`config.mk`:
```
export PLATFORM = sky130hd
export DESIGN_NAME = dcache_fsm
export DESIGN_NICKNAME = d
export VERILOG_FILES = /design/src/hw/dcache_pkg.sv /design/src/hw/dcache_fsm.sv
export VERILOG_INCLUDE_DIRS = /design/src /design/src/include
export SDC_FILE = /design/constraint.sdc
export NUM_CORES = 1
export LEC_CHECK = 0
export BUFFER_PORTS_ARGS = -buffer_cell sky130_fd_sc_hd__buf_2
export CORE_AREA = 2 2 39 41
export DETAILED_ROUTE_END_ITERATION = 8
export DIE_AREA = 0 0 41 43
export GPL_TIMING_DRIVEN = 0
export PLACE_DENSITY = 0.59
export SLEW_MARGIN = 20
export SYNTH_ARGS = -nofsm -noshare
export SYNTH_HDL_FRONTEND = slang
export SYNTH_SLANG_ARGS = --single-unit
```
`constraint.sdc`:
```
create_clock -name clk -period 1.5 [get_ports clk]
set_input_delay 0.15 -clock clk [delete_from_list [all_inputs] [get_ports clk]]
set_output_delay 0.15 -clock clk [all_outputs]
set_load 0.005 [all_outputs]
```
`src/include/dcache_macros.svh`:
```
`ifndef DCACHE_MACROS_SVH
`define DCACHE_MACROS_SVH

////////////////////////////////////////////////////
// cache geometry
////////////////////////////////////////////////////

// set index bits, 16 sets
`define DCACHE_INDEX_W 4

// word-in-line bits
`define DCACHE_OFFSET_W 2

// words per line, 2**DCACHE_OFFSET_W
`define DCACHE_LINE_WORDS 4

// fixed at two, the lru bit and hit compare rely on it
`define DCACHE_WAYS 2

`endif

```
`src/hw/dcache_pkg.sv`:
```
`include "dcache_macros.svh"

package dcache_pkg;

    typedef logic [31:0] addr_t;   // byte address
    typedef logic [31:0] word_t;
    typedef logic [3:0]  strb_t;   // one bit per byte lane

    typedef logic [`DCACHE_INDEX_W-1:0]  index_t;
    typedef logic [`DCACHE_OFFSET_W-1:0] offset_t;

    // address minus index, word offset and byte offset
    typedef logic [31-`DCACHE_INDEX_W-`DCACHE_OFFSET_W-2:0] tag_t;

    typedef logic [32*`DCACHE_LINE_WORDS-1:0] line_t;
    typedef logic [`DCACHE_WAYS-1:0]          way_mask_t;

    // controller states
    typedef enum logic [2:0] {
        IDLE,
        LOOKUP,
        REFILL_REQ,
        REFILL_WAIT,
        WRITE_REQ,
        RESP
    } fsm_state_t;

endpackage

```
`src/hw/dcache_fsm.sv`:
```
`timescale 1ns/1ps
`include "dcache_macros.svh"

module dcache_fsm (
    input  logic                  clk,
    input  logic                  rst,
    input  logic                  req_valid,
    output logic                  req_ready,
    input  logic                  buf_wr,
    input  dcache_pkg::way_mask_t hit,
    input  logic                  victim,
    output logic                  mem_req_valid,
    input  logic                  mem_req_ready,
    input  logic                  mem_rvalid,
    output logic                  resp_valid,
    output logic                  load,
    output logic                  lru_touch,
    output logic                  lru_way,
    output dcache_pkg::way_mask_t tag_we,
    output dcache_pkg::way_mask_t refill_en,
    output dcache_pkg::way_mask_t word_en,
    output logic                  sel_way,
    output logic                  use_refill
);

    dcache_pkg::fsm_state_t state;
    dcache_pkg::fsm_state_t state_nxt;
    dcache_pkg::way_mask_t  victim_mask;
    logic                   hit_any;

    assign hit_any     = |hit;
    assign victim_mask = dcache_pkg::way_mask_t'(1) << victim;
    assign load        = req_valid && req_ready;  // request accepted this edge
    assign tag_we      = refill_en;               // new tag goes with the line

    always_ff @(posedge clk) begin
        if (rst) begin
            state <= dcache_pkg::IDLE;
        end else begin
            state <= state_nxt;
        end
    end

    ////////////////////////////////////////////////////
    // next state and outputs
    ////////////////////////////////////////////////////
    always_comb begin
        state_nxt     = state;
        req_ready     = 1'b0;
        mem_req_valid = 1'b0;
        resp_valid    = 1'b0;
        lru_touch     = 1'b0;
        lru_way       = 1'b0;
        refill_en     = '0;
        word_en       = '0;
        sel_way       = 1'b0;
        use_refill    = 1'b0;

        case (state)
            dcache_pkg::IDLE: begin
                req_ready = 1'b1;
                if (req_valid) begin
                    state_nxt = dcache_pkg::LOOKUP;
                end
            end

            dcache_pkg::LOOKUP: begin
                lru_touch = hit_any;
                lru_way   = hit[1];
                if (buf_wr) begin
                    word_en   = hit;  // merge only when cached
                    state_nxt = dcache_pkg::WRITE_REQ;
                end else if (hit_any) begin
                    // read hit, pipelined with the next request
                    resp_valid = 1'b1;
                    sel_way    = hit[1];
                    req_ready  = 1'b1;
                    state_nxt  = req_valid ? dcache_pkg::LOOKUP : dcache_pkg::IDLE;
                end else begin
                    state_nxt = dcache_pkg::REFILL_REQ;
                end
            end

            dcache_pkg::REFILL_REQ: begin
                mem_req_valid = 1'b1;  // line read, held until accepted
                if (mem_req_ready) begin
                    state_nxt = dcache_pkg::REFILL_WAIT;
                end
            end

            dcache_pkg::REFILL_WAIT: begin
                if (mem_rvalid) begin
                    refill_en = victim_mask;
                    lru_touch = 1'b1;
                    lru_way   = victim;
                    state_nxt = dcache_pkg::RESP;
                end
            end

            dcache_pkg::WRITE_REQ: begin
                mem_req_valid = 1'b1;
                if (mem_req_ready) begin
                    state_nxt = dcache_pkg::IDLE;
                end
            end

            dcache_pkg::RESP: begin
                resp_valid = 1'b1;
                use_refill = 1'b1;  // word comes from the fetched line
                req_ready  = 1'b1;
                state_nxt  = req_valid ? dcache_pkg::LOOKUP : dcache_pkg::IDLE;
            end

            default: begin
                state_nxt = dcache_pkg::IDLE;
            end
        endcase
    end

endmodule

```
Word-level counts from Yosys, hierarchy flattened. Index checks and enable logic that the tools add are counted. Widths: inputs -> output; s select.

Register bits after elaboration: 3. Bits in latches: 0. Bits in writable memories: 0. ROM bits: 0. Bits of input ports: 9. Output and inout port bits: 14. Word-level logic and storage cells: 42. Memories: 0.

Add/sub/neg operators: 0. Multipliers: 0. Div/mod/pow operators: 0. Order comparisons: 0. Eq/ne operators: 9. Shift-type cells: 1. Multiplexer cells: 25. Bitwise operators: 0. Reduce and logical (&&, ||, !) cells: 6.

Operators by type and width (number): $pmux 3 s6 (1); $mux 3 (5); $mux 1 (10); $mux 2 (5); $ne 2x2->1 const B (4); $pmux 1 s2 (4); $eq 3x2->1 const B (2); $eq 3x3->1 const B (2); $reduce_or 2->1 (3); $reduce_and 4->1 (1); $eq 3x1->1 const B (1); $logic_not 3->1 (1); $shl 1x1->2 const A (1); $logic_and 1x1->1 (1).

Logic depth before layout (Yosys ltp). Gate-level depths: netlist of run 1.

Depth after elaboration: 5. Mapped depth: 4. Depth with buffers taken out: 3.

Least setup slack after synthesis of run 1. No wires, ideal clock.

Path type: reg-to-output. From: register state[1]. To: output port tag_we[0]. Arrival: 1.122 ns. Path slack: 0.228 ns. Cell stages (with the launch flop): 5. Buffers on the path: 2. Path through: dfxtp_1 buf_2 nand2_1 nor4_1 buf_4.

Longest elaborated chain between the ends: 2.

RTL lines: start, declared (line dcache_fsm.sv:26) `dcache_pkg::fsm_state_t state;`; start signal, assigned (line dcache_fsm.sv:38) `state <= dcache_pkg::IDLE;`; start signal, assigned (line dcache_fsm.sv:40) `state <= state_nxt;`; $eq 3x2->1 (line dcache_fsm.sv:59) `case (state)`; $mux 2 (line dcache_fsm.sv:59); end, declared (line dcache_fsm.sv:19) `output dcache_pkg::way_mask_t tag_we,`.

No other way between the ends.

Worst setup path in the final report of run 1.
From: register state[0]. To: output port lru_way.

Longest elaborated chain between the ends: 2. Elaborated cells between the ends (all ways): 3. Those cells by class: 2 x eq/ne; 1 x mux.

RTL lines: $eq 3x2->1 / $eq 3x1->1 (equally long branches) (line dcache_fsm.sv:59); $pmux 1 s2 * (line dcache_fsm.sv:59); end, declared (line dcache_fsm.sv:18) `output logic lru_way,`.

Mark *: on every way between the ends. The rest lies on a longest branch, timed or not.

==> results of run 1 <==
## worst paths after layout
path | from | endpoint | slack [ps] | cells past startpoint
worst max-delay path | state[0] | lru_way | 60 | 4
worst min-delay path | rst | state[0] | 130 | 2
worst max register to register | state[1] | state[2] | 460 | 3
worst min register to register | state[2] | state[1] | 530 | 1
## power by group through the flow
stage | combinational, µW | sequential, µW | clock (µW)
after floorplan | 45.6 | 90.0 | 0
after global placement | 80.4 | 92.0 | 0
after detailed placement | 81.4 | 92.1 | 0
after CTS | 83.9 | 92.4 | 148
after global routing | 94.3 | 93.6 | 150
final | 83.4 | 93.0 | 140
## metal layers
metal	vias up	share of wire, %
li1	212	-
met1	167	44
met2	15	47
met3	0	9.1
met4	0	0
met5	-	0
## what timing repair did
item	in CTS	in global routing
pin swaps	0	1
setup endpoints to repair	5	1
gates resized for setup	5	2
## stage by stage
stage               hold slack [ps]  instances
floorplan                       219         44
global placement                376         82
detailed placement              381         82
CTS                             126         86
global route                    131         86
finish                          129         86
## cells in the final DEF (no fill, tap or decap), types with 2 or more instances in the layout
cell type / instances
nor2b_1: 2
nor2_1: 6
nor3_1: 3
o21ai_0: 2
inv_1: 2
and3_1: 2
buf_2: 22
buf_4: 2
clkbuf_4: 3
dfxtp_2: 3
nand2_1: 2
## logic make-up after synthesis
group                  after synthesis  synth area share, %
XOR/XNOR                             1                 2.60
AO/OA/AOI/OAI                       10                 25.3
buffers and inverters                6                 9.29
multiplexers                         2                 6.32
AND/OR/NAND/NOR                     22                 38.7
flip-flops                           3                 17.8
## area by class of cell
cell class	count	area, µm²
multi-input combinational	35	256
buffer	3	26.3
inverter	3	11.3
timing repair buffer	22	110
sequential	3	63.8
clock buffer	4	26.3
fill	156	870
tap	16	20.0
==> impl_metrics.yaml, run 1 <==
routing:
  ant_nets: 0
  drc: 0
  drt_first_pass_iters: 2
  routed_wl_um: 893
  wl_per_cell_um: 10.4
  vias_per_cell: 4.58
  vias: 394
  drtIter0Drc: 2
pwr:
  power_frac_clock_pct: 44.2
  p_comb_share_pct: 26.4
  fin_total_pwr_uw: 316
  p_sw_uw: 89.3
  ir_drop_uv: 328
  p_seq_share_pct: 29.4
  leakagePower_uw: 0.000274
  switching_share_pct: 28.2
  powerDensity_nw_per_um2: 615
  internal-power_uw: 227
logic_synthesis:
  synth_area_leaders: "dfxtp_1, nor2_1, nor3_1"
  ys_types: 29
  synthesis.nets: 53
  synth.avg_cell_area_um2: 7.65
  synth-async-reset-ratio_pct: 0
  synth_edf_count: 0
  synth_area_um2: 337
  synth.most_common_cell: "nor2_1"
  ys_top_cells_by_count: "nor2_1, dfxtp_1, nor3_1"
  synth_top_area_share_pct: 17.8
  ys_seq_area_share_pct: 17.8
  ys.flop_type: "dfxtp_1"
  syn-instance-count: 44
  synth-seq-cells: 3
  yosys_warnings: 0
  yosys.area.top_type: "dfxtp_1"
global_route:
  grt_start_max_net_pins: 11
  grt_util_all_layers_pct: 11.4
  use_met3_pct: 1.57
  grt-busiest-layer: "met2"
  grt_use_met2_pct: 18.1
  grt_antenna_before_repair: 0
  grt_pass1_vias: 326
  use_met1_pct: 13.2
  grt.overflow.total: 0
  grt_pass1_wl_mm: 1.35
setup_path:
  arrival_ps: 1290
  crit_type: "reg2out"
  worstSetupStartpointType: "register"
  slowest_stage: "dfxtp_2"
  cpPeakStageDelay_ps: 380
  cp-end-kind: "output port"
  path_buf_inv: 1
  crit_family: "simple AND/OR/NAND/NOR gates"
  crit_fanout: 7
  cp.required_ps: 1350
  path_cells: "nor2b_4, and4_4, o21bai_2, buf_2"
floorplanning:
  placement_rows: 14
  start_util_pct: 24.3
  core_area_um2: 1380
  die_h_um: 43
  dieArea_um2: 1760
  die_x_um: 41
  ios: 23
clock_network:
  hold_buffers: 0
  root_buffer: "clkbuf_4"
  cts_buffer_depth: 2
  clk_pin_slew_ps: 40
  cts_setup_buffers: 0
  cts_tree: "built"
  cts_sinks: 3
  h-tree-depth: 1
  insertion_delay_ps: 230
  cts_made_buffers: 3
layout:
  fin_util_pct: 37.2
  drive_gt1_share_pct: 55.7
  fin_nets: 80
  diodes: 0
  largest-register: "state"
  largest_register_ffs: 3
  reg_top3: "state x3"
  fin_area_um2: 514
  synthToLayoutAreaGrowth_pct: 52.8
sta:
  worst_pin_slew_ps: 343
  finalCriticalPeriod_ps: 1440
  max-slew-margin-rel_pct: 77.0
  period_share_pct: 96.0
  fin_worst_skew_ps: 0.539
  hold_viol: 0
  slew_violations: 0
  rsz0062_at_grt: "no"
  fin_ws_ps: 60.1
  max_freq_mhz: 695
  setup_tns_ps: 0
  setup_viol: 0
place:
  portBuffers: 22
  dpl.hpwl_um: 719
  pre_cts_ws_ps: 111
  place_congestion: 0.709
  place_area_um2: 467
job:
  max_cap_violations: 0
min_path:
  min_path_type: "in2reg"
run_status:
  status: "finished clean"
(Power assumes the default switching activity.)
==> run 2: changes to the inputs <==
--- a/config.mk
+++ b/config.mk
@@ -11,7 +11,7 @@
 export DETAILED_ROUTE_END_ITERATION = 8
 export DIE_AREA = 0 0 41 43
 export GPL_TIMING_DRIVEN = 0
-export PLACE_DENSITY = 0.59
+export PLACE_DENSITY = 0.65
 export SLEW_MARGIN = 20
 export SYNTH_ARGS = -nofsm -noshare
 export SYNTH_HDL_FRONTEND = slang
==> impl_metrics.yaml, run 2 (synthesis gave the netlist of run 1 again) <==
routing:
  drc: 0
  vias: 409
  vias_per_cell: 4.65
  drt_first_pass_iters: 2
  drtIter0Drc: 2
  routed_wl_um: 905
  wl_per_cell_um: 10.3
  ant_nets: 0
global_route:
  grt_antenna_before_repair: 0
  grt_util_all_layers_pct: 10.2
  grt_pass1_wl_mm: 1.25
  grt.overflow.total: 0
  grt_start_max_net_pins: 11
  grt_pass1_vias: 334
clock_network:
  clk_pin_slew_ps: 40
  cts_tree: "built"
  cts_made_buffers: 3
  cts_sinks: 3
  hold_buffers: 0
  root_buffer: "clkbuf_4"
  h-tree-depth: 1
  insertion_delay_ps: 230
  cts_buffer_depth: 2
sta:
  slew_violations: 0
  hold_viol: 0
  finalCriticalPeriod_ps: 1410
  fin_worst_skew_ps: 2.03
  period_share_pct: 94.3
  setup_tns_ps: 0
  hold_ws_ps: 137
  max-slew-margin-rel_pct: 78.6
  max_freq_mhz: 707
  worst_pin_slew_ps: 319
  rsz0062_at_grt: "no"
  setup_viol: 0
layout:
  num-fill-cells: 157
  fin_util_pct: 39.1
  diodes: 0
  layout_commonest_cell: "buf_2"
  synthToLayoutAreaGrowth_pct: 60.6
  drive_gt1_share_pct: 58.3
  fin_nets: 82
  largest_register_ffs: 3
  multi_input_area_um2: 265
  largest-register: "state"
  final_cell_count_no_fill: 88
  final_cell_mix: "buf_2, nor2_1, buf_4"
  reg_top3: "state x3"
  regArea_um2: 66.3
pwr:
  powerDensity_nw_per_um2: 589
  leakagePower_uw: 0.000285
  fin_total_pwr_uw: 319
  ir_drop_uv: 264
floorplanning:
  die_h_um: 43
  dieArea_um2: 1760
  die_x_um: 41
  core_area_um2: 1380
  start_util_pct: 24.3
  placement_rows: 14
  ios: 23
setup_path:
  crit_type: "reg2out"
  arrival_ps: 1260
  cp.required_ps: 1350
  cp-end-kind: "output port"
  worstSetupStartpointType: "register"
  crit_fanout: 7
job:
  max_cap_violations: 0
place:
  place_congestion: 0.746
  dp_cells: 82
  portBuffers: 22
  dpl.hpwl_um: 709
run_status:
  status: "finished clean"
min_path:
  min_path_type: "in2reg"
[run 2: changes by cell type in the layout (fill, tap and decap cells not counted), sizes merged]
cell  previous run  this run
buf             25        27
[run 2: through the flow]
stage	cell area, µm²	worst slack [ps]
final	541	85.5
after global routing	541	26.4
after CTS	513	20.4
after detailed placement	467	93.0
after global placement	467	146
after floorplan	337	228
[run 2: worst max-delay path, stage by stage (launching register included)]
cell and delay (ps):
dfxtp_2 440, inv_2 90, o211a_2 140, nor4b_2 230
buf_2 140
[run 2: worst paths after layout]
check | depth (start not counted) | slack, ps | to | start
hold / removal | 2 | 140 | state[0] | rst
hold reg to reg | 1 | 540 | state[1] | state[2]
setup / recovery | 4 | 90 | load | state[2]
setup reg to reg | 3 | 450 | state[0] | state[2]
[run 2: layout make-up]
class	instances	area share, %
buffer	3	4.86
clock buffer	4	4.86
inverter	3	2.08
multi-input combinational	35	49.1
sequential	3	12.3
tap	16	3.70
timing repair buffer	24	23.1
[run 2: per-layer routing]
metal	vias up	global-route usage [%]	part of all wire, %
met3	0	1.57	5.3
met4	0	6.00	0
li1	214	-	-
met5	-	0	0
met2	11	18.4	54
met1	184	9.90	40
[run 2: report_power, final]
part / internal [µW] / switching [µW] / total, µW
Clock: 99.6 / 39.8 / 139
Sequential: 84.2 / 8.16 / 92.4
Combinational: 44.2 / 42.6 / 86.8
Total: 228 / 90.5 / 319
[run 2: repair_timing]
item                       4_1_cts  5_1_grt
buffers inserted                 0        2
gates cloned                     0        0
setup endpoints to repair        4        2
gates resized for setup          6        4
