<file path="src/include/dcache_macros.svh">
`ifndef DCACHE_MACROS_SVH
`define DCACHE_MACROS_SVH

////////////////////////////////////////////////////
// cache geometry
////////////////////////////////////////////////////

// set index bits, 16 sets
`define DCACHE_INDEX_W 4

// word-in-line bits
`define DCACHE_OFFSET_W 2

// words per line, 2**DCACHE_OFFSET_W
`define DCACHE_LINE_WORDS 4

// fixed at two, the lru bit and hit compare rely on it
`define DCACHE_WAYS 2

`endif

</file>
<file path="src/hw/dcache_pkg.sv">
`include "dcache_macros.svh"

package dcache_pkg;

    typedef logic [31:0] addr_t;   // byte address
    typedef logic [31:0] word_t;
    typedef logic [3:0]  strb_t;   // one bit per byte lane

    typedef logic [`DCACHE_INDEX_W-1:0]  index_t;
    typedef logic [`DCACHE_OFFSET_W-1:0] offset_t;

    // address minus index, word offset and byte offset
    typedef logic [31-`DCACHE_INDEX_W-`DCACHE_OFFSET_W-2:0] tag_t;

    typedef logic [32*`DCACHE_LINE_WORDS-1:0] line_t;
    typedef logic [`DCACHE_WAYS-1:0]          way_mask_t;

    // controller states
    typedef enum logic [2:0] {
        IDLE,
        LOOKUP,
        REFILL_REQ,
        REFILL_WAIT,
        WRITE_REQ,
        RESP
    } fsm_state_t;

endpackage

</file>
<file path="src/hw/dcache_tagv.sv">
`timescale 1ns/1ps
`include "dcache_macros.svh"

module dcache_tagv (
    input  logic                  clk,
    input  logic                  rst,
    input  dcache_pkg::index_t    rd_index,
    input  dcache_pkg::tag_t      cmp_tag,
    output dcache_pkg::way_mask_t hit,
    input  dcache_pkg::way_mask_t wr_en,
    input  dcache_pkg::index_t    wr_index,
    input  dcache_pkg::tag_t      wr_tag
);

    dcache_pkg::tag_t              tag_ram [`DCACHE_WAYS][1 << `DCACHE_INDEX_W];
    logic [(1<<`DCACHE_INDEX_W)-1:0] valid [`DCACHE_WAYS];   // one bit per set
    dcache_pkg::tag_t              tag_q [`DCACHE_WAYS];
    dcache_pkg::way_mask_t         valid_q;

    ////////////////////////////////////////////////////
    // tag storage, written on refill only
    ////////////////////////////////////////////////////
    always_ff @(posedge clk) begin
        for (int w = 0; w < `DCACHE_WAYS; w++) begin
            if (wr_en[w]) begin
                tag_ram[w][wr_index] <= wr_tag;
            end
            tag_q[w] <= tag_ram[w][rd_index];  // registered read
        end
    end

    always_ff @(posedge clk) begin
        if (rst) begin
            for (int w = 0; w < `DCACHE_WAYS; w++) begin
                valid[w] <= '0;
            end
            valid_q <= '0;
        end else begin
            for (int w = 0; w < `DCACHE_WAYS; w++) begin
                if (wr_en[w]) begin
                    valid[w][wr_index] <= 1'b1;
                end
                valid_q[w] <= valid[w][rd_index];
            end
        end
    end

    // compare in the cycle after the read
    always_comb begin
        for (int w = 0; w < `DCACHE_WAYS; w++) begin
            hit[w] = valid_q[w] && (tag_q[w] == cmp_tag);
        end
    end

endmodule

</file>
<file path="config.mk">
export PLATFORM = sky130hd
export DESIGN_NAME = dcache_tagv
export DESIGN_NICKNAME = d
export VERILOG_FILES = /design/src/hw/dcache_pkg.sv /design/src/hw/dcache_tagv.sv
export VERILOG_INCLUDE_DIRS = /design/src /design/src/include
export SDC_FILE = /design/constraint.sdc
export NUM_CORES = 1
export LEC_CHECK = 0
export BUFFER_PORTS_ARGS = -buffer_cell sky130_fd_sc_hd__clkbuf_2
export CORE_MARGIN = 5
export CORE_UTILIZATION = 45
export CTS_BUF_LIST = sky130_fd_sc_hd__clkbuf_8
export CTS_CLUSTER_SIZE = 16
export DETAILED_ROUTE_END_ITERATION = 12
export SYNTH_ARGS = -nofsm -noshare
export SYNTH_HDL_FRONTEND = slang
export SYNTH_SLANG_ARGS = --single-unit
</file>
<file path="constraint.sdc">
create_clock -name clk -period 4.9 [get_ports clk]
set_clock_uncertainty 0.2 [all_clocks]
set_input_delay 0 -clock clk [delete_from_list [all_inputs] [get_ports clk]]
set_output_delay 0 -clock clk [all_outputs]
set_load 0.05 [all_outputs]
</file>
# Yosys cells after proc, flatten, opt, wreduce, memory -nomap -nowiden
# Memory sizes are Yosys's and may differ from the RTL's.
# Index checks and enable logic that the tools add are counted.
# word_totals
out_inout_bits,2
in_bits,60
mem_count,3
ff_bits,2
ramBits,848
word_cells,106
# memory_table
name,depth,word_bits,read_ports,rd_clocked_by_memory_dff,wr,line,text
tag_ram,2,384,2,0,2,dcache_tagv.sv:15,dcache_pkg::tag_t tag_ram [`DCACHE_WAYS][1 << `DCACHE_INDEX_W];
tag_q,2,24,2,0,2,dcache_tagv.sv:17,dcache_pkg::tag_t tag_q [`DCACHE_WAYS];
valid,2,16,2,0,2,dcache_tagv.sv:16,logic [(1<<`DCACHE_INDEX_W)-1:0] valid [`DCACHE_WAYS];
# classes
n_reduce_logical,4
n_lt_le_gt_ge,6
bitwise_logic,34
eq_ne,2
mux,56
# op_table
cell,n
$mux W384,2
$bmux W24 S4,2
$mux W24,5
$demux W24 S4,1
$eq A24 B24 Y1,2
$mux W1,41
$mux W16,2
$or A1 B1 Y1,32
$ge A5 B5 Y1 const B,2
$lt A4 B5 Y1 const B,2
$not A4 Y5,2
$bmux W1 S4,2
$lt A5 B1 Y1 const B,1
$demux W1 S4,1
$ge A4 B1 Y1 const B,1
$logic_and A1 B1 Y1,4

# Depth between registers and ports, before layout
# Gate-level depths: netlist of run 1.
# logic_depth
word_depth,6
depth_mapped,7
ltp_nobuf,4

# Least setup slack after synthesis of run 1
# OpenSTA, ideal clock, no wires.
# synth_timing
path_kind,register to output
start,memory tag_q[0][43] (netlist bit)
end,output port hit[1]
stages_incl_launch_ff,5
arrival_time_ps,2292
slack_ps,2408
cell_sequence,dfxtp_1 xor2_1 nor4_1 nand3_1 nor4_1
# synth_rtl
element,line,text
"start, declared",dcache_tagv.sv:17,
"end, declared",dcache_tagv.sv:9,"output dcache_pkg::way_mask_t hit,"

==> metrics.txt, run 1 <==
CTS Hold Bufs=40; post-synth cell types=28; Setup CP Type=reg2out; cts repair resizes=0; status=finished clean; setup TNS=0 ns; end of the worst hold path=tag_q[0][32]; Final Wtd Congestion=roughly 0.76; clock root buffer=clkbuf_8; Seq pwr share=about 56%; Post-synth EDFFs=800; HP Class=in2reg; most frequent cells in the layout=edfxtp_1 (800), mux4_2 (196), clkbuf_8 (165); Seq. cell area=around 0.025 mm^2; final number of max-transition violations=0; Die ar.=0.07625 mm^2; crit share post-route=a little over three fifths; Routed Antenna Nets=0; worst slew pin tran=around 1.1 ns; Worst R2R Path Depth=6; power density over cell area=approximately 410 mW/mm^2; vias in the first global route=between 15000 and 20000; data arrival time of the critical path=2.86 ns; Worst path top cell family by delay=simple AND/OR/NAND/NOR gates; Die Span Y=276.1 um; share of cells above drive strength 1=roughly 31%; CP cell instances=xor2_1 > nor4_1 > nand3_1 > nor4_1 > clkbuf_2; CTS buffer count=138; FF+latch count, synth=850; required time of the critical path=~4.7 ns; Crit Path Max Fanout=1; Post-DP Area=0.03360 mm^2; NetSw=3.282 mW; hold depth=4; Net Count, Synth=1500; Iteration-0 DRC Markers=1921; Leakage=12.02 nW; synthesized area=0.03187 mm^2; Multi-input gate area=0.006715 mm^2; CP Buf/Inv Count=1; CTS tree=yes; design area=0.03667 mm^2; Fillers=5578; start of the worst register-to-register path=valid[0][24]; initial core utilization=45.44%; Int Power=11.57 mW; final hold slack=0.04310 ns; final worst slack=1.838 ns; pre-CTS WS=2.340 ns; Worst Hold Launch=rd_index[1]; maximum VDD drop=0.1815 mV; total power=14.86 mW; num rows=97; Clk pwr share=39.0%; Synth Flop Type=edfxtp_1; H-tree lvl count=4; post-DR vias/cell=just under 6; postcts setup bufs=0; Max stage delay cell, worst path=nor4_1; P&R area growth vs syn=15.04%; max_slew headroom=27.28%; dpl hpwl=~44000 um; top-level port count=62; remaining routing DRC violations=0; via count=15720; max-cap violations=0; R2R Setup Slk=2.34 ns; clock insertion delay at the later pin of the skew report=0.77 ns; Tot GR Track Use=between 20% and 30%; combinational share of power=5.5%; first-pass GRT wire length=114400 um; Reg-to-Reg End=valid_q[1]; Syn Inst Count=1440; Crit. End Element=output pin; minimum clock period=3.062 ns; initial antenna violation count=8; asr flop ratio synth=0%; Clk pin slew, worst setup/hold paths=0.06 ns; Sw Share=22.09%; unrepaired setup endpoints after global routing=no; Finish-stage setup viols=0; Critical Path Start Type=register; final WL=79930 um; Core Footprint=0.07015 mm^2; Top cell by count, worst path=nor4_1; grt ovf=0; max incr delay on CP=0.65 ns; Avg Inst Size Synth=22.13 um^2; sequential share of the synthesized area=about 80%; drt first pass iters=5; largest net degree at the start of global routing=~110; most common cell after layout, fill and taps aside=edfxtp_1; I/O Buffers=a little over 60; DR WL/cell=29.50 um; Final Hold Fails=0; Max Buffers Root-to-Sink=3; nets=~1700; Max Clk Rate=326.6 MHz; Die Width=276.1 um; clk sinks=850; Yosys warnings=0
==> tightest hold or removal path: cells and delay by family <==
kind                   cells  cell delay (ns)
muxes                      1             0.38
and+or+nand+nor            1             0.05
AOI/OAI and AO/OA          1             0.06
buffers and inverters      1             0.45
==> power by group through the flow <==
stage / logic [mW] / clock network [mW] / registers [mW]
after floorplan: 0.474 / 0 / 8.35
after global placement: 0.771 / 0 / 8.40
after detailed placement: 0.784 / 0 / 8.41
after CTS: 0.814 / 5.91 / 8.26
after global routing: 0.870 / 6.28 / 8.27
final: 0.810 / 5.79 / 8.26
==> synthesized netlist by cell type, types with 3 or more instances <==
master	number	share of area [%]
a22oi_1	96	2.3
nand2b_1	3	0.059
dfxtp_1	50	3.1
nor2b_1	11	0.22
nand4_1	4	0.078
buf_1	8	0.094
xor2_1	30	0.82
nor2_1	36	0.42
xnor2_1	18	0.49
clkbuf_1	30	0.35
nand3_1	8	0.13
nor4_1	8	0.16
edfxtp_1	800	75
buf_6	11	0.39
or2_2	33	0.65
buf_2	16	0.25
mux4_2	196	14
mux2i_1	4	0.13
buf_4	6	0.14
nand2_1	57	0.67
==> logic make-up (layout without fill, tap and decap cells) <==
| logic type | count (synthesis) | count (layout) | synth area share [%] |
|---|---|---|---|
| other | 0 | 7 | 0 |
| multiplexers | 200 | 200 | 13.97 |
| flip-flops | 850 | 850 | 78.51 |
| AO/OA/AOI/OAI | 104 | 104 | 2.449 |
| XOR/XNOR | 48 | 48 | 1.319 |
| AND/OR/NAND/NOR | 166 | 166 | 2.497 |
| buffers and inverters | 72 | 394 | 1.252 |
==> flip-flops by register name (all words and copies together), names as in the netlist <==
register and cells:
tag_ram 768, tag_q 48, valid 32, valid_q 2
==> final cells by class <==
cell class	instances	area share, %
multi-input combinational	518	18.31
clock inverter	86	1.075
sequential	850	68.24
tap	940	3.207
clock buffer	164	6.156
timing repair buffer	144	2.958
antenna	7	0.04777
==> stage by stage <==
stage / utilization [%] / instances
2_1_floorplan: - / 1440
3_3_place_gp: 47.90 / 2412
3_5_place_dp: 47.90 / 2412
4_1_cts: 52.25 / 2702
5_1_grt: 52.25 / 2704
6_report: 52.27 / 2709
==> metal layers <==
metal	GRT usage, %	routed length, um
met1	32.88	36030
met2	28.90	34540
met3	5.914	8087
met4	5.532	1270
met5	0	0
==> how the worst max path moves through the flow <==
stage / startpoint / to / cells past startpoint
4_1_cts: tag_q[0][36] / hit[1] / 5
2_1_floorplan: tag_q[0][43] / hit[1] / 4
5_1_grt: tag_q[0][14] / hit[0] / 5
6_report: tag_q[0][14] / hit[0] / 5
3_3_place_gp: rd_index[1] / tag_q[0][40] / 5
3_5_place_dp: wr_index[1] / valid[0][27] / 5
Power figures use the tool's default switching activity.
==> inputs of run 2 (changes only) <==
clock period = 2.54 ns   (was 4.9 ns; I/O delays follow)
==> metrics.txt, run 2 (same netlist as run 1, synthesis figures left out) <==
Crit. End Element=output pin (unchanged); data arrival time of the critical path=2.30 ns (was 2.86 ns); DR WL/cell=28.24 um (was 29.50 um); final number of max-transition violations=0 (unchanged); share of cells above drive strength 1=33.94% (was 31.21%); clk sinks=850 (unchanged); first-pass GRT wire length=114500 um (was 114400 um); largest net degree at the start of global routing=53 (was 106); GR met2 Demand/Resource=31.73% (was 28.90%); CP cell instances=xor2_1 > nor4_2 > nand3_1 > nor4_4 > clkbuf_8 (was xor2_1 > nor4_1 > nand3_1 > nor4_1 > clkbuf_2); Critical Path Start Type=register (unchanged); remaining routing DRC violations=0 (unchanged); Cell Count Post-Placement=2465 (was 2412); via count=15670 (was 15720); Cell Count, Final, Fillers Out=2765 (was 2709); nets=1768 (was 1712); post-DR vias/cell=5.666 (was 5.802); dpl hpwl=46840 um (was 43880 um); crit share post-route=98.32%; total power=28.73 mW (was 14.86 mW); Die ar.=0.07625 mm^2 (unchanged); post-layout util=53.57% (was 52.27%); Finish-stage setup viols=0 (unchanged); required time of the critical path=2.34 ns (was 4.70 ns); Final Hold Fails=0 (unchanged); CTS tree=yes (unchanged); top-level port count=62 (unchanged); final hold slack=0.2478 ns (was 0.04310 ns); leading registers by flop count=tag_ram (768), tag_q (48), valid (32) (unchanged); H-tree lvl count=4 (unchanged); num rows=97 (unchanged); most frequent cells in the layout=edfxtp_1 (800), mux4_2 (196), clkbuf_8 (165) (unchanged); Setup CP Type=reg2out (unchanged); Routed Antenna Nets=0 (unchanged); max incr delay on CP=0.37 ns (was 0.65 ns); clock root buffer=clkbuf_8 (unchanged); maximum VDD drop=0.3509 mV (was 0.1815 mV); max reg flops=768 (unchanged); unrepaired setup endpoints after global routing=yes (was no); max-cap violations=0 (unchanged); Iteration-0 DRC Markers=1500 (was 1921); HP Class=in2reg (unchanged); M3 GR Usage=5.610% (was 5.914%); Die Span Y=276.1 um (unchanged); Clk pin slew, worst setup/hold paths=0.06 ns (about the same); Crit Path Max Fanout=1 (unchanged); Core Footprint=0.07015 mm^2 (unchanged); initial antenna violation count=6 (was 8); status=finished clean (unchanged); worst slew pin tran=0.8097 ns (was 1.091 ns); grt ovf=0 (unchanged); initial core utilization=45.44% (unchanged); Die Width=276.1 um (unchanged); minimum clock period=~2.5 ns; Max Buffers Root-to-Sink=3 (unchanged); P&R area growth vs syn=17.90% (was 15.04%); Final Wtd Congestion=0.8014 (was 0.7585); most common cell after layout, fill and taps aside=edfxtp_1 (unchanged); GRT busiest layer=met2 (was met1); Max stage delay cell, worst path=dfxtp_1 (was nor4_1); clock insertion delay at the later pin of the skew report=0.78 ns (was 0.77 ns); Leakage=12.41 nW (was 12.02 nW); R2R Setup Slk=0.26 ns (was 2.34 ns); I/O Buffers=61 (unchanged); Max Clk Rate=about 400 MHz; CTS buffer count=138 (unchanged); postcts setup bufs=0 (unchanged); met1 GRT Util=29.45% (was 32.88%); max_slew headroom=46.02% (was 27.28%); vias in the first global route=16690 (was 16060); final WL=78080 um (was 79930 um); power density over cell area=764.5 mW/mm^2 (was 405.1 mW/mm^2); Tot GR Track Use=20.58% (was 20.89%); drt first pass iters=5 (unchanged); Largest Register=tag_ram (unchanged)
run 2: cell types whose count changed in the layout (fill, tap and decap cells not counted), sizes merged:
cell         delta
inv             -7
buf            +53
diode           -3
clkinvlp        -2
dlygate4sd3     +3
clkinv         +14
clkbuf          -2
run 2: cell type report:
cell class,count,area (um^2)
fillers,5510,32570
flip-flops and latches,850,25040
multi-input cells,518,6790
clock buffers,162,2230
repair buffers,200,1931
well taps,940,1176
clock inverters,91,407.9
diodes,4,10.01
run 2: worst paths after layout:
kind	start	endpoint	depth (start not counted)
min reg2reg	tag_ram[0][698]	tag_q[0][26]	3
max	tag_q[0][43]	hit[1]	5
min	wr_tag[4]	tag_ram[0][508]	2
max reg2reg	valid[0][0]	valid_q[0]	6
run 2: what timing repair did:
item,CTS,global route
cloned,0,0
gates resized for setup,11,12
setup endpoints to repair,2,3
pin swaps,3,6
hold buffers,44,0
endpoints found under the hold margin,1581,0
run 2: where the power goes:
| part | internal, mW | switching [mW] |
|---|---|---|
| Sequential | 15.7 | 0.199 |
| Combinational | 0.721 | 0.972 |
| Clock | 5.90 | 5.20 |
| Total | 22.4 | 6.37 |
run 2: critical path, delay by kind of cell (launching register included):
family | cells | cell delay [ns]
xor gates and xnor gates | 1 | 0.19
buffers and inverters | 1 | 0.25
DFF | 1 | 0.37
and+or+nand+nor | 3 | 0.72
run 2: stage by stage:
step           setup TNS (ns)  setup slack, ns  instance area, um^2
6_report                    0          0.04265                37580
5_1_grt               -0.1654          -0.1367                37570
4_1_cts              -0.05710         -0.05710                37520
3_5_place_dp                0           0.3970                34400
3_3_place_gp                0           0.4004                34400
2_1_floorplan               0          0.04825                31870
run 2: metal layers:
metal  vias to the layer above  share of wire (%)  routed length, um
met5                         -                  0                  0
met4                         0                1.8               1429
met3                       103                7.7               6024
met2                       601                 47              36920
met1                      8385                 43              33700
li1                       6578                  -                  -
