**config.mk**
```make
export PLATFORM = sky130hd
export DESIGN_NAME = dcache_lru
export DESIGN_NICKNAME = d
export VERILOG_FILES = /design/src/hw/dcache_pkg.sv /design/src/hw/dcache_lru.sv
export VERILOG_INCLUDE_DIRS = /design/src /design/src/include
export SDC_FILE = /design/constraint.sdc
export NUM_CORES = 1
export LEC_CHECK = 0
export BUFFER_PORTS_ARGS = -buffer_cell sky130_fd_sc_hd__buf_2
export CAP_MARGIN = 20
export CORE_MARGIN = 2
export CORE_UTILIZATION = 30
export CTS_CLUSTER_SIZE = 24
export DETAILED_ROUTE_END_ITERATION = 16
export PLACE_DENSITY = 0.55
export SKIP_LAST_GASP = 1
export SYNTH_ARGS = -nofsm -noshare
export SYNTH_HDL_FRONTEND = slang
export SYNTH_SLANG_ARGS = --single-unit
```
**constraint.sdc**
```tcl
create_clock -name clk -period 1.9 [get_ports clk]
set_clock_uncertainty 0.05 [all_clocks]
set_input_delay 0.38 -clock clk [delete_from_list [all_inputs] [get_ports clk]]
set_output_delay 0.38 -clock clk [all_outputs]
set_load 0.02 [all_outputs]
```
**src/include/dcache_macros.svh**
```systemverilog
`ifndef DCACHE_MACROS_SVH
`define DCACHE_MACROS_SVH

////////////////////////////////////////////////////
// cache geometry
////////////////////////////////////////////////////

// set index bits, 16 sets
`define DCACHE_INDEX_W 4

// word-in-line bits
`define DCACHE_OFFSET_W 2

// words per line, 2**DCACHE_OFFSET_W
`define DCACHE_LINE_WORDS 4

// fixed at two, the lru bit and hit compare rely on it
`define DCACHE_WAYS 2

`endif

```
**src/hw/dcache_pkg.sv**
```systemverilog
`include "dcache_macros.svh"

package dcache_pkg;

    typedef logic [31:0] addr_t;   // byte address
    typedef logic [31:0] word_t;
    typedef logic [3:0]  strb_t;   // one bit per byte lane

    typedef logic [`DCACHE_INDEX_W-1:0]  index_t;
    typedef logic [`DCACHE_OFFSET_W-1:0] offset_t;

    // address minus index, word offset and byte offset
    typedef logic [31-`DCACHE_INDEX_W-`DCACHE_OFFSET_W-2:0] tag_t;

    typedef logic [32*`DCACHE_LINE_WORDS-1:0] line_t;
    typedef logic [`DCACHE_WAYS-1:0]          way_mask_t;

    // controller states
    typedef enum logic [2:0] {
        IDLE,
        LOOKUP,
        REFILL_REQ,
        REFILL_WAIT,
        WRITE_REQ,
        RESP
    } fsm_state_t;

endpackage

```
**src/hw/dcache_lru.sv**
```systemverilog
`timescale 1ns/1ps
`include "dcache_macros.svh"

module dcache_lru (
    input  logic               clk,
    input  logic               rst,
    input  dcache_pkg::index_t index,
    input  logic               touch,
    input  logic               touched_way,
    output logic               victim
);

    logic [(1<<`DCACHE_INDEX_W)-1:0] lru_bits;  // names the least recent way

    always_ff @(posedge clk) begin
        if (rst) begin
            lru_bits <= '0;
        end else if (touch) begin
            lru_bits[index] <= ~touched_way;  // other way becomes victim
        end
    end

    assign victim = lru_bits[index];

endmodule

```
# After elaboration in Yosys (flattened, before gate mapping)
# Index checks and enable logic that the tools add are counted.
[word_totals]
latchBits = 0
word_cells = 10
mem_bits_rw = 0
out_inout_bits = 1
register_bits = 16
input_bits = 8
mem_bits_ro = 0
mem_count = 0
[op_classes]
shift = 0
n_div = 0
reduce_logical = 1
n_eq_ne = 0
n_bitwise = 1
n_mux = 5
order_cmp = 2
add_sub_neg = 0
multipliers = 0
[op_table]
columns = ["operator", "n"]
rows = [
  ["16-bit bitwise mux", 1],
  ["4-bit by 5-bit < comparator with 1-bit output (second input constant)", 1],
  ["1-bit binary-select mux with 4-bit select", 1],
  ["1-bit demux with 4-bit select", 1],
  ["4-bit by 1-bit >= comparator with 1-bit output (second input constant)", 1],
  ["1-bit two-way mux", 2],
  ["1-bit logical AND", 1],
  ["1-bit inverter", 1],
]

# Depth between registers and ports, before layout
# Gate-level depths: netlist of run 1.
[logic_depth]
ltp_word = 5
depth_mapped = 5
mapped_depth_nobuf = 3

# Worst setup path after synthesis of run 1
# OpenSTA, ideal clock, no wires.
[synth_timing]
path_type = "input port to output port"
startpoint = "in index[0]"
endpoint = "out victim"
arrival_ns = 1.343
setup_slack_ns = 0.127
stages = 4
path_cell_list = "buf_6 mux4_1 a22oi_1 nand2_1"
[synth_between]
elab_chain_len = 2
[synth_lines]
columns = ["element", "line", "text"]
rows = [
  ["start: declaration", "dcache_lru.sv:7", "input dcache_pkg::index_t index,"],
  ["1-bit binary-select mux with 4-bit select", "dcache_lru.sv:23", "assign victim = lru_bits[index];"],
  ["1-bit two-way mux (implied by the code)", "dcache_lru.sv:23", ""],
  ["end: declaration", "dcache_lru.sv:10", "output logic victim"],
]
# No other way between the ends. The select of a mux whose other input is x is not followed.

# Worst setup path after layout of run 1
[layout_timing]
startpoint = "reg lru_bits[3]"
endpoint = "out victim"
[layout_between]
elab_chain_len = 2
[layout_lines]
columns = ["element", "line", "text"]
rows = [
  ["start: declaration", "dcache_lru.sv:13", "logic [(1<<`DCACHE_INDEX_W)-1:0] lru_bits;"],
  ["start signal: indexed assignment", "dcache_lru.sv:19", "lru_bits[index] <= ~touched_way;"],
  ["1-bit binary-select mux with 4-bit select", "dcache_lru.sv:23", ""],
  ["1-bit two-way mux (implied by the code)", "dcache_lru.sv:23", ""],
]
# No other way between the ends. The select of a mux whose other input is x is not followed.

==> results.yml, run 1 <==
place:
  dp_hpwl_um: 1140
  pre_cts_slack_ns: -0.0658
  gp_congestion: 0.733
  portBuffers: 8
logic_synthesis:
  synth_ff_type: "dfxtp_1"
  ys_warn_count: 0
  synth_edf_count: 0
  synth.net_count: 83
  ys_seq_area_share_pct: 40.4
  synth_area_um2: 793
  ys_ff_latch: 16
  avgSynthCellArea_um2: 10.6
  ys_async_sr_fraction_pct: 0
  netlist_instances: 75
  synth.distinct_cells: 17
floorplanning:
  core_area_um2: 2500
  dieHeight_um: 55.4
  die_x_um: 55.4
  boundaryPins: 9
  initial_core_util_pct: 31.7
  dieArea_um2: 3070
  std_cell_rows: 18
power_and_ir_drop:
  p_int_uw: 449
  vdd_ir_drop_max_uv: 263
  leakagePower_uw: 0.000287
  p_sw_share_pct: 25.3
  p_seq_share_pct: 57.7
  power.switching_uw: 152
  clkPwrFrac_pct: 29.1
  pwr-share-comb_pct: 13.2
  power.density_nw_per_um2: 687
  p_total_uw: 602
layout:
  top_register: "lru_bits"
  drive_above_1_share_pct: 39.2
  largestRegisters: "lru_bits (16)"
  final_util_pct: 35.0
  finalNetCount: 89
  syn2layout_area_growth_pct: 10.4
  largest_register_ff_count: 16
  diodes: 0
  final_cell_mix: "16 x a21oi_1, 16 x a311oi_1, 11 x dfxtp_1, 6 x buf_4, 6 x buf_2"
critical_path:
  crit_buf_inv: 1
  r2r_slack_ns: 1.09
  critPathMaxFanout: 2
  crit_slowest_cell: "mux4_2"
  crit_chain: "mux4_2, a22oi_2, nand2_1, buf_6"
  crit_type: "reg -> out"
  arrival_ns: 1.45
  crit_required_ns: 1.47
  end_kind: "output port"
  crit_path_max_incr_delay_ns: 0.47
  path_delay_family: "multiplexers"
  critPathLaunchType: "flip-flop"
clock_network:
  htree_levels: 1
  clk_latency_ns: 0.28
  hold_buffers: 0
  clk_pin_slew_ns: 0.09
  cts_root_buf: "clkbuf_4"
  clock-sinks: 16
  cts_tree: "yes"
  numCtsBuffers: 3
  cts_buffer_depth: 2
routing:
  detail_route.wl_per_cell_um: 15.2
  drc: 0
  first_iter_violations: 28
  num_vias: 630
  drt_wl_total_um: 1660
  via_per_inst: 5.78
  antenna_left: 0
  drt_first_pass_iters: 4
timing:
  min_period_ns: 1.88
  setup_violations: 0
  timing.final.ws_setup_ns: 0.0186
  max_clock_freq_mhz: 532
  hold_viol: 0
  fin_crit_sh_pct: 99.0
  worst_slew_pin_slew_ns: 0.319
  drv_slew: 0
  rsz0062_at_grt: "yes"
  slew_headroom_pct: 78.7
run_status:
  outcome: "completed"
global_route:
  grt_use_total_pct: 11.1
  antenna_found_initial: 0
  overflow: 0
  grt_max_degree: 17
  first_global_vias: 540
  grt_pass1_wl_um: 2660
run:
  max_cap_violations: 0
worst_hold_path:
  hp-class: "in -> reg"
==> stage by stage <==
stage | setup TNS [ns] | std cells | hold slack [ns] | instance area, µm²
after floorplan | 0 | 75 | 0.438 | 793
after global placement | -0.0761 | 106 | 0.455 | 843
after detailed placement | -0.0658 | 106 | 0.460 | 843
after CTS | -0.0136 | 109 | 0.420 | 871
after global routing | -0.0471 | 109 | 0.412 | 876
final | 0 | 109 | 0.416 | 876
==> worst paths after layout <==
check                              end                      start  depth (start not counted)
min           lru_bits[7]$_SDFFE_PP0P_                        rst                          2
max reg2reg   lru_bits[0]$_SDFFE_PP0P_   lru_bits[0]$_SDFFE_PP0P_                          2
min reg2reg  lru_bits[10]$_SDFFE_PP0P_  lru_bits[10]$_SDFFE_PP0P_                          2
max                             victim   lru_bits[3]$_SDFFE_PP0P_                          4
==> logic make-up after synthesis <==
logic type	after synthesis	share of synthesized area, %
AO/OA/AOI/OAI	34	29.7
multiplexers	4	13.2
buffers and inverters	12	8.20
AND/OR/NAND/NOR	9	8.52
flip-flops	16	40.4
==> power groups by stage <==
stage / combinational [µW] / clock [µW] / sequential (µW)
floorplan: 57.1 / 0 / 352
CTS: 78.3 / 179 / 346
global placement: 75.0 / 0 / 354
detailed placement: 74.7 / 0 / 354
finish: 79.6 / 175 / 347
global route: 87.2 / 200 / 348
==> routing by layer <==
layer	up-vias	track usage [%]	part of all wire, %
li1	307	-	-
met1	297	17.4	51
met2	24	13.1	41
met3	2	2.34	6.0
met4	0	7.32	1.3
met5	-	0	0
==> synth_stat cells (2+ instances only) <==
cell,count,area (µm²)
nor2b_1,2,12.5
dfxtp_1,16,320
mux4_1,4,105
a21oi_1,16,80.1
buf_2,4,20.0
buf_6,2,22.5
buf_1,2,7.51
a311oi_1,16,140
a22oi_1,2,15.0
clkbuf_1,4,15.0
==> what timing repair did <==
action,4_1_cts,5_1_grt
buffers inserted,0,0
resized for setup,9,5
setup endpoints to repair,1,1
pin swaps,3,3
==> cell type report <==
class                   count  area [µm²]
fillers                   263        1620
multi-input cells          47         403
flip-flops and latches     16         327
repair buffers             13        86.3
well taps                  30        37.5
clock buffers               3        22.5
==> worst reg2reg max path, stage by stage (launching register included) <==
cell      delay [ns]
dfxtp_1         0.35
a21oi_1         0.05
a311oi_1        0.27
Note: power is estimated with default switching activity, not from simulation.
==> inputs of run 2 (changes only) <==
==> constraint.sdc (replaced) <==
create_clock -name clk -period 1.9 [get_ports clk]
set_clock_uncertainty 0.05 [all_clocks]
set_input_delay 0.19 -clock clk [delete_from_list [all_inputs] [get_ports clk]]
set_output_delay 0.19 -clock clk [all_outputs]
set_load 0.02 [all_outputs]
==> results.yml, run 2 (synthesized netlist as in run 1, its figures left out) <==
global_route:
  first_global_vias: 564
  antenna_found_initial: 0
  grt_pass1_wl_um: 2560
  overflow: 0
  grt_use_total_pct: 10.6
  grt_max_degree: 17
timing:
  rsz0062_at_grt: "no"
  final.setup.tns_ns: 0
  max_clock_freq_mhz: 566
  fin_hold_ws_ns: 0.237
  hold_viol: 0
  worst_slew_pin_slew_ns: 0.527
  slew_headroom_pct: 64.7
  drv_slew: 0
  fin_crit_sh_pct: 92.9
  setup_violations: 0
  min_period_ns: 1.77
layout:
  fill_cells: 247
  drive_above_1_share_pct: 23.4
  syn2layout_area_growth_pct: 8.04
  finalNetCount: 86
  largestRegisters: "lru_bits (16)"
  final_cell_mix: "16 x a21oi_1, 16 x a311oi_1, 16 x dfxtp_1, 8 x buf_2, 4 x mux4_1"
  largest_register_ff_count: 16
  design_area_um2: 857
  diodes: 0
  top_register: "lru_bits"
  fin_cells: 107
routing:
  antenna_left: 0
  drt_first_pass_iters: 4
  drt_wl_total_um: 1570
  drc: 0
  first_iter_violations: 21
  num_vias: 614
  via_per_inst: 5.74
  detail_route.wl_per_cell_um: 14.6
critical_path:
  crit_chain: "mux4_1, a22oi_1, nand2_1, buf_2"
  crit_type: "reg -> out"
  end_kind: "output port"
  crit_path_max_incr_delay_ns: 0.50
  arrival_ns: 1.53
  crit_required_ns: 1.66
  reg2reg_depth: 2
  r2r_slack_ns: 1.12
  rr_endpoint: "lru_bits[9]$_SDFFE_PP0P_"
  endpoint: "victim"
  critPathMaxFanout: 2
  critPathLaunchType: "flip-flop"
  crit_slowest_cell: "mux4_1"
  crit_path_start: "lru_bits[1]$_SDFFE_PP0P_"
  r2r_start: "lru_bits[9]$_SDFFE_PP0P_"
run:
  max_cap_violations: 0
place:
  dp_hpwl_um: 1090
  place_area_um2: 821
  dp_cells: 103
  gp_congestion: 0.711
  portBuffers: 8
floorplanning:
  dieHeight_um: 55.4
  std_cell_rows: 18
  core_area_um2: 2500
  die_x_um: 55.4
  boundaryPins: 9
  dieArea_um2: 3070
  initial_core_util_pct: 31.7
clock_network:
  clock-sinks: 16
  cts_resized: 0
  htree_levels: 1
  postCtsSetupRepairBufs: 0
  hold_buffers: 0
  clk_latency_ns: 0.29
  numCtsBuffers: 3
  cts_root_buf: "clkbuf_4"
  cts_buffer_depth: 2
  clk_pin_slew_ns: 0.09
  cts_tree: "yes"
power_and_ir_drop:
  vdd_ir_drop_max_uv: 261
  pwr-share-comb_pct: 11.0
  p_total_uw: 643
  p_sw_share_pct: 24.4
  power.density_nw_per_um2: 751
  p_int_uw: 486
  p_seq_share_pct: 53.8
  power.switching_uw: 157
  clkPwrFrac_pct: 35.2
  leakagePower_uw: 0.000303
run_status:
  outcome: "completed"
worst_hold_path:
  hp-class: "in -> reg"
==> run 2: changes by cell type in the layout (fill, tap and decap cells not counted), sizes merged <==
cell	before	now
buf	13	10
clkbuf	3	4
==> run 2: metrics by stage <==
| stage | setup WS [ns] | util [%] |
|---|---|---|
| global placement | 0.326 | 32.8 |
| finish | 0.135 | 34.3 |
| global route | 0.0851 | 34.3 |
| floorplan | 0.507 | - |
| detailed placement | 0.305 | 32.8 |
| CTS | 0.128 | 34.3 |
==> run 2: power by group through the flow <==
stage / combinational (µW) / sequential [µW] / clock (µW)
floorplan: 57.1 / 352 / 0
global placement: 69.9 / 354 / 0
detailed placement: 70.1 / 354 / 0
CTS: 70.6 / 346 / 232
global route: 78.7 / 347 / 246
finish: 70.9 / 346 / 226
==> run 2: worst max-delay path: cells and delay by family (launching register included) <==
kind | cells | cell delay [ns]
AO/OA/AOI/OAI | 1 | 0.20
buffers and inverters | 1 | 0.15
flip-flops | 1 | 0.32
multiplexers | 1 | 0.50
AND/OR/NAND/NOR | 1 | 0.07
==> run 2: worst min path at each step <==
stage	end	slack [ns]	start	cells after the start
2_1_floorplan	lru_bits[0]$_SDFFE_PP0P_	0.41	index[2]	3
3_3_place_gp	lru_bits[15]$_SDFFE_PP0P_	0.45	lru_bits[15]$_SDFFE_PP0P_	2
3_5_place_dp	lru_bits[2]$_SDFFE_PP0P_	0.46	lru_bits[2]$_SDFFE_PP0P_	2
4_1_cts	lru_bits[8]$_SDFFE_PP0P_	0.22	rst	2
5_1_grt	lru_bits[10]$_SDFFE_PP0P_	0.24	rst	2
6_report	lru_bits[14]$_SDFFE_PP0P_	0.24	rst	2
==> run 2: cell type report <==
cell class              instances  area [µm²]  area share, %
multi-input cells              47         408           47.6
flip-flops and latches         16         320           37.4
repair buffers                 10        55.1           6.42
well taps                      30        37.5           4.38
clock buffers                   4        36.3           4.23
==> run 2: metal layers <==
layer  vias up  part of all wire (%)  global-route usage, %
met1       287                    52                   14.3
met3         4                   2.7                   1.87
met2        14                    43                   15.3
met4         0                   1.9                   7.32
li1        309                     -                      -
met5         -                     0                      0
==> inputs of run 3 (changes only) <==
--- a/config.mk
+++ b/config.mk
@@ -13,6 +13,8 @@
 export CTS_CLUSTER_SIZE = 24
 export DETAILED_ROUTE_END_ITERATION = 16
 export PLACE_DENSITY = 0.55
+export RECOVER_POWER = 100
+export SETUP_SLACK_MARGIN = 0.05
 export SKIP_LAST_GASP = 1
 export SYNTH_ARGS = -nofsm -noshare
 export SYNTH_HDL_FRONTEND = slang
==> results.yml, run 3 (synthesized netlist as in run 1, its figures left out) <==
run_status:
  outcome: "completed"
power_and_ir_drop:
  vdd_ir_drop_max_uv: 261
  power.density_nw_per_um2: 761
  power.switching_uw: 157
  clkPwrFrac_pct: 35.5
  p_sw_share_pct: 24.5
  p_total_uw: 642
  leakagePower_uw: 0.000292
  pwr-share-comb_pct: 10.6
  p_seq_share_pct: 53.9
  p_int_uw: 484
critical_path:
  crit_slowest_cell: "mux4_1"
  critPathMaxFanout: 2
  reg2reg_depth: 2
  arrival_ns: 1.52
  end_kind: "output port"
  critPathLaunchType: "flip-flop"
  r2r_slack_ns: 1.11
  crit_path_max_incr_delay_ns: 0.50
  crit_chain: "mux4_1, a22oi_1, nand2_1, clkbuf_2"
  crit_type: "reg -> out"
  crit_required_ns: 1.66
worst_hold_path:
  hp-class: "in -> reg"
  whs_path_depth: 2
layout:
  fill_cells: 252
  drive_above_1_share_pct: 15.6
  fin_cells: 107
  finalNetCount: 86
  syn2layout_area_growth_pct: 6.31
  ff_latch_area_um2: 320
  final_util_pct: 33.7
  final_cell_mix: "16 x a21oi_1, 16 x a311oi_1, 16 x dfxtp_1, 5 x buf_2, 4 x mux4_1"
  largestRegisters: "lru_bits (16)"
  multi_input_area_um2: 400
  largest_register_ff_count: 16
  diodes: 0
  top_register: "lru_bits"
global_route:
  grt_pass1_wl_um: 2560
  antenna_found_initial: 0
  grt_use_total_pct: 10.6
  grt_max_degree: 17
  overflow: 0
  first_global_vias: 564
floorplanning:
  dieHeight_um: 55.4
  initial_core_util_pct: 31.7
  std_cell_rows: 18
  dieArea_um2: 3070
  boundaryPins: 9
  die_x_um: 55.4
  core_area_um2: 2500
clock_network:
  cts_root_buf: "clkbuf_4"
  clock-sinks: 16
  numCtsBuffers: 3
  cts_tree: "yes"
  cts_resized: 0
  hold_buffers: 0
  clk_latency_ns: 0.29
  clk_pin_slew_ns: 0.09
  htree_levels: 1
  postCtsSetupRepairBufs: 0
  cts_buffer_depth: 2
routing:
  first_iter_violations: 23
  drt_first_pass_iters: 4
  drt_wl_total_um: 1560
  num_vias: 619
  drc: 0
  antenna_left: 0
  detail_route.wl_per_cell_um: 14.5
  via_per_inst: 5.79
timing:
  fin_crit_sh_pct: 92.9
  max_clock_freq_mhz: 567
  timing.final.ws_setup_ns: 0.136
  setup_violations: 0
  slew_headroom_pct: 34.7
  final.setup.tns_ns: 0
  worst_slew_pin_slew_ns: 0.977
  hold_viol: 0
  min_period_ns: 1.76
  rsz0062_at_grt: "no"
  drv_slew: 0
place:
  portBuffers: 8
  dp_cells: 103
  gp_congestion: 0.711
  pre_cts_slack_ns: 0.305
  dp_hpwl_um: 1090
run:
  max_cap_violations: 0
run 3: changes by cell type in the layout (fill, tap and decap cells not counted), sizes merged:
cell | before | now
clkbuf | 4 | 8
buf | 10 | 6
run 3: worst max-delay path: cells and delay by family, from the launching register on:
family / cells / cell delay [ns]
buf+inv: 1 / 0.15
flops: 1 / 0.32
mux: 1 / 0.50
compound gates: 1 / 0.19
simple gates: 1 / 0.07
run 3: power by group through the flow:
| stage | clock network [µW] | logic, µW | registers [µW] |
|---|---|---|---|
| 5_1_grt | 246 | 76.0 | 347 |
| 3_3_place_gp | 0 | 69.9 | 354 |
| 2_1_floorplan | 0 | 57.1 | 352 |
| 4_1_cts | 232 | 70.6 | 346 |
| 6_report | 228 | 68.0 | 346 |
| 3_5_place_dp | 0 | 70.1 | 354 |
run 3: layout make-up:
cell class              count  share of cell area (%)
clock buffers               4                    4.30
multi-input cells          47                    47.5
flip-flops and latches     16                    38.0
well taps                  30                    4.45
repair buffers             10                    5.79
run 3: path summary, 6_finish.rpt:
path | end | start
worst max-delay path | victim | lru_bits[1]$_SDFFE_PP0P_
worst min-delay path | lru_bits[14]$_SDFFE_PP0P_ | rst
worst max register to register | lru_bits[0]$_SDFFE_PP0P_ | lru_bits[0]$_SDFFE_PP0P_
worst min register to register | lru_bits[2]$_SDFFE_PP0P_ | lru_bits[2]$_SDFFE_PP0P_
run 3: stage by stage:
stage | hold slack [ns] | instance area, µm²
final | 0.226 | 843
after CTS | 0.219 | 857
after global routing | 0.243 | 843
after detailed placement | 0.461 | 821
after global placement | 0.454 | 821
after floorplan | 0.408 | 793
run 3: per-layer routing:
metal / vias to the layer above / track usage (%) / wire length (µm)
li1: 307 / - / -
met1: 285 / 14.3 / 762
met2: 23 / 15.3 / 690
met3: 4 / 1.87 / 73
met4: 0 / 7.32 / 29
met5: - / 0 / 0
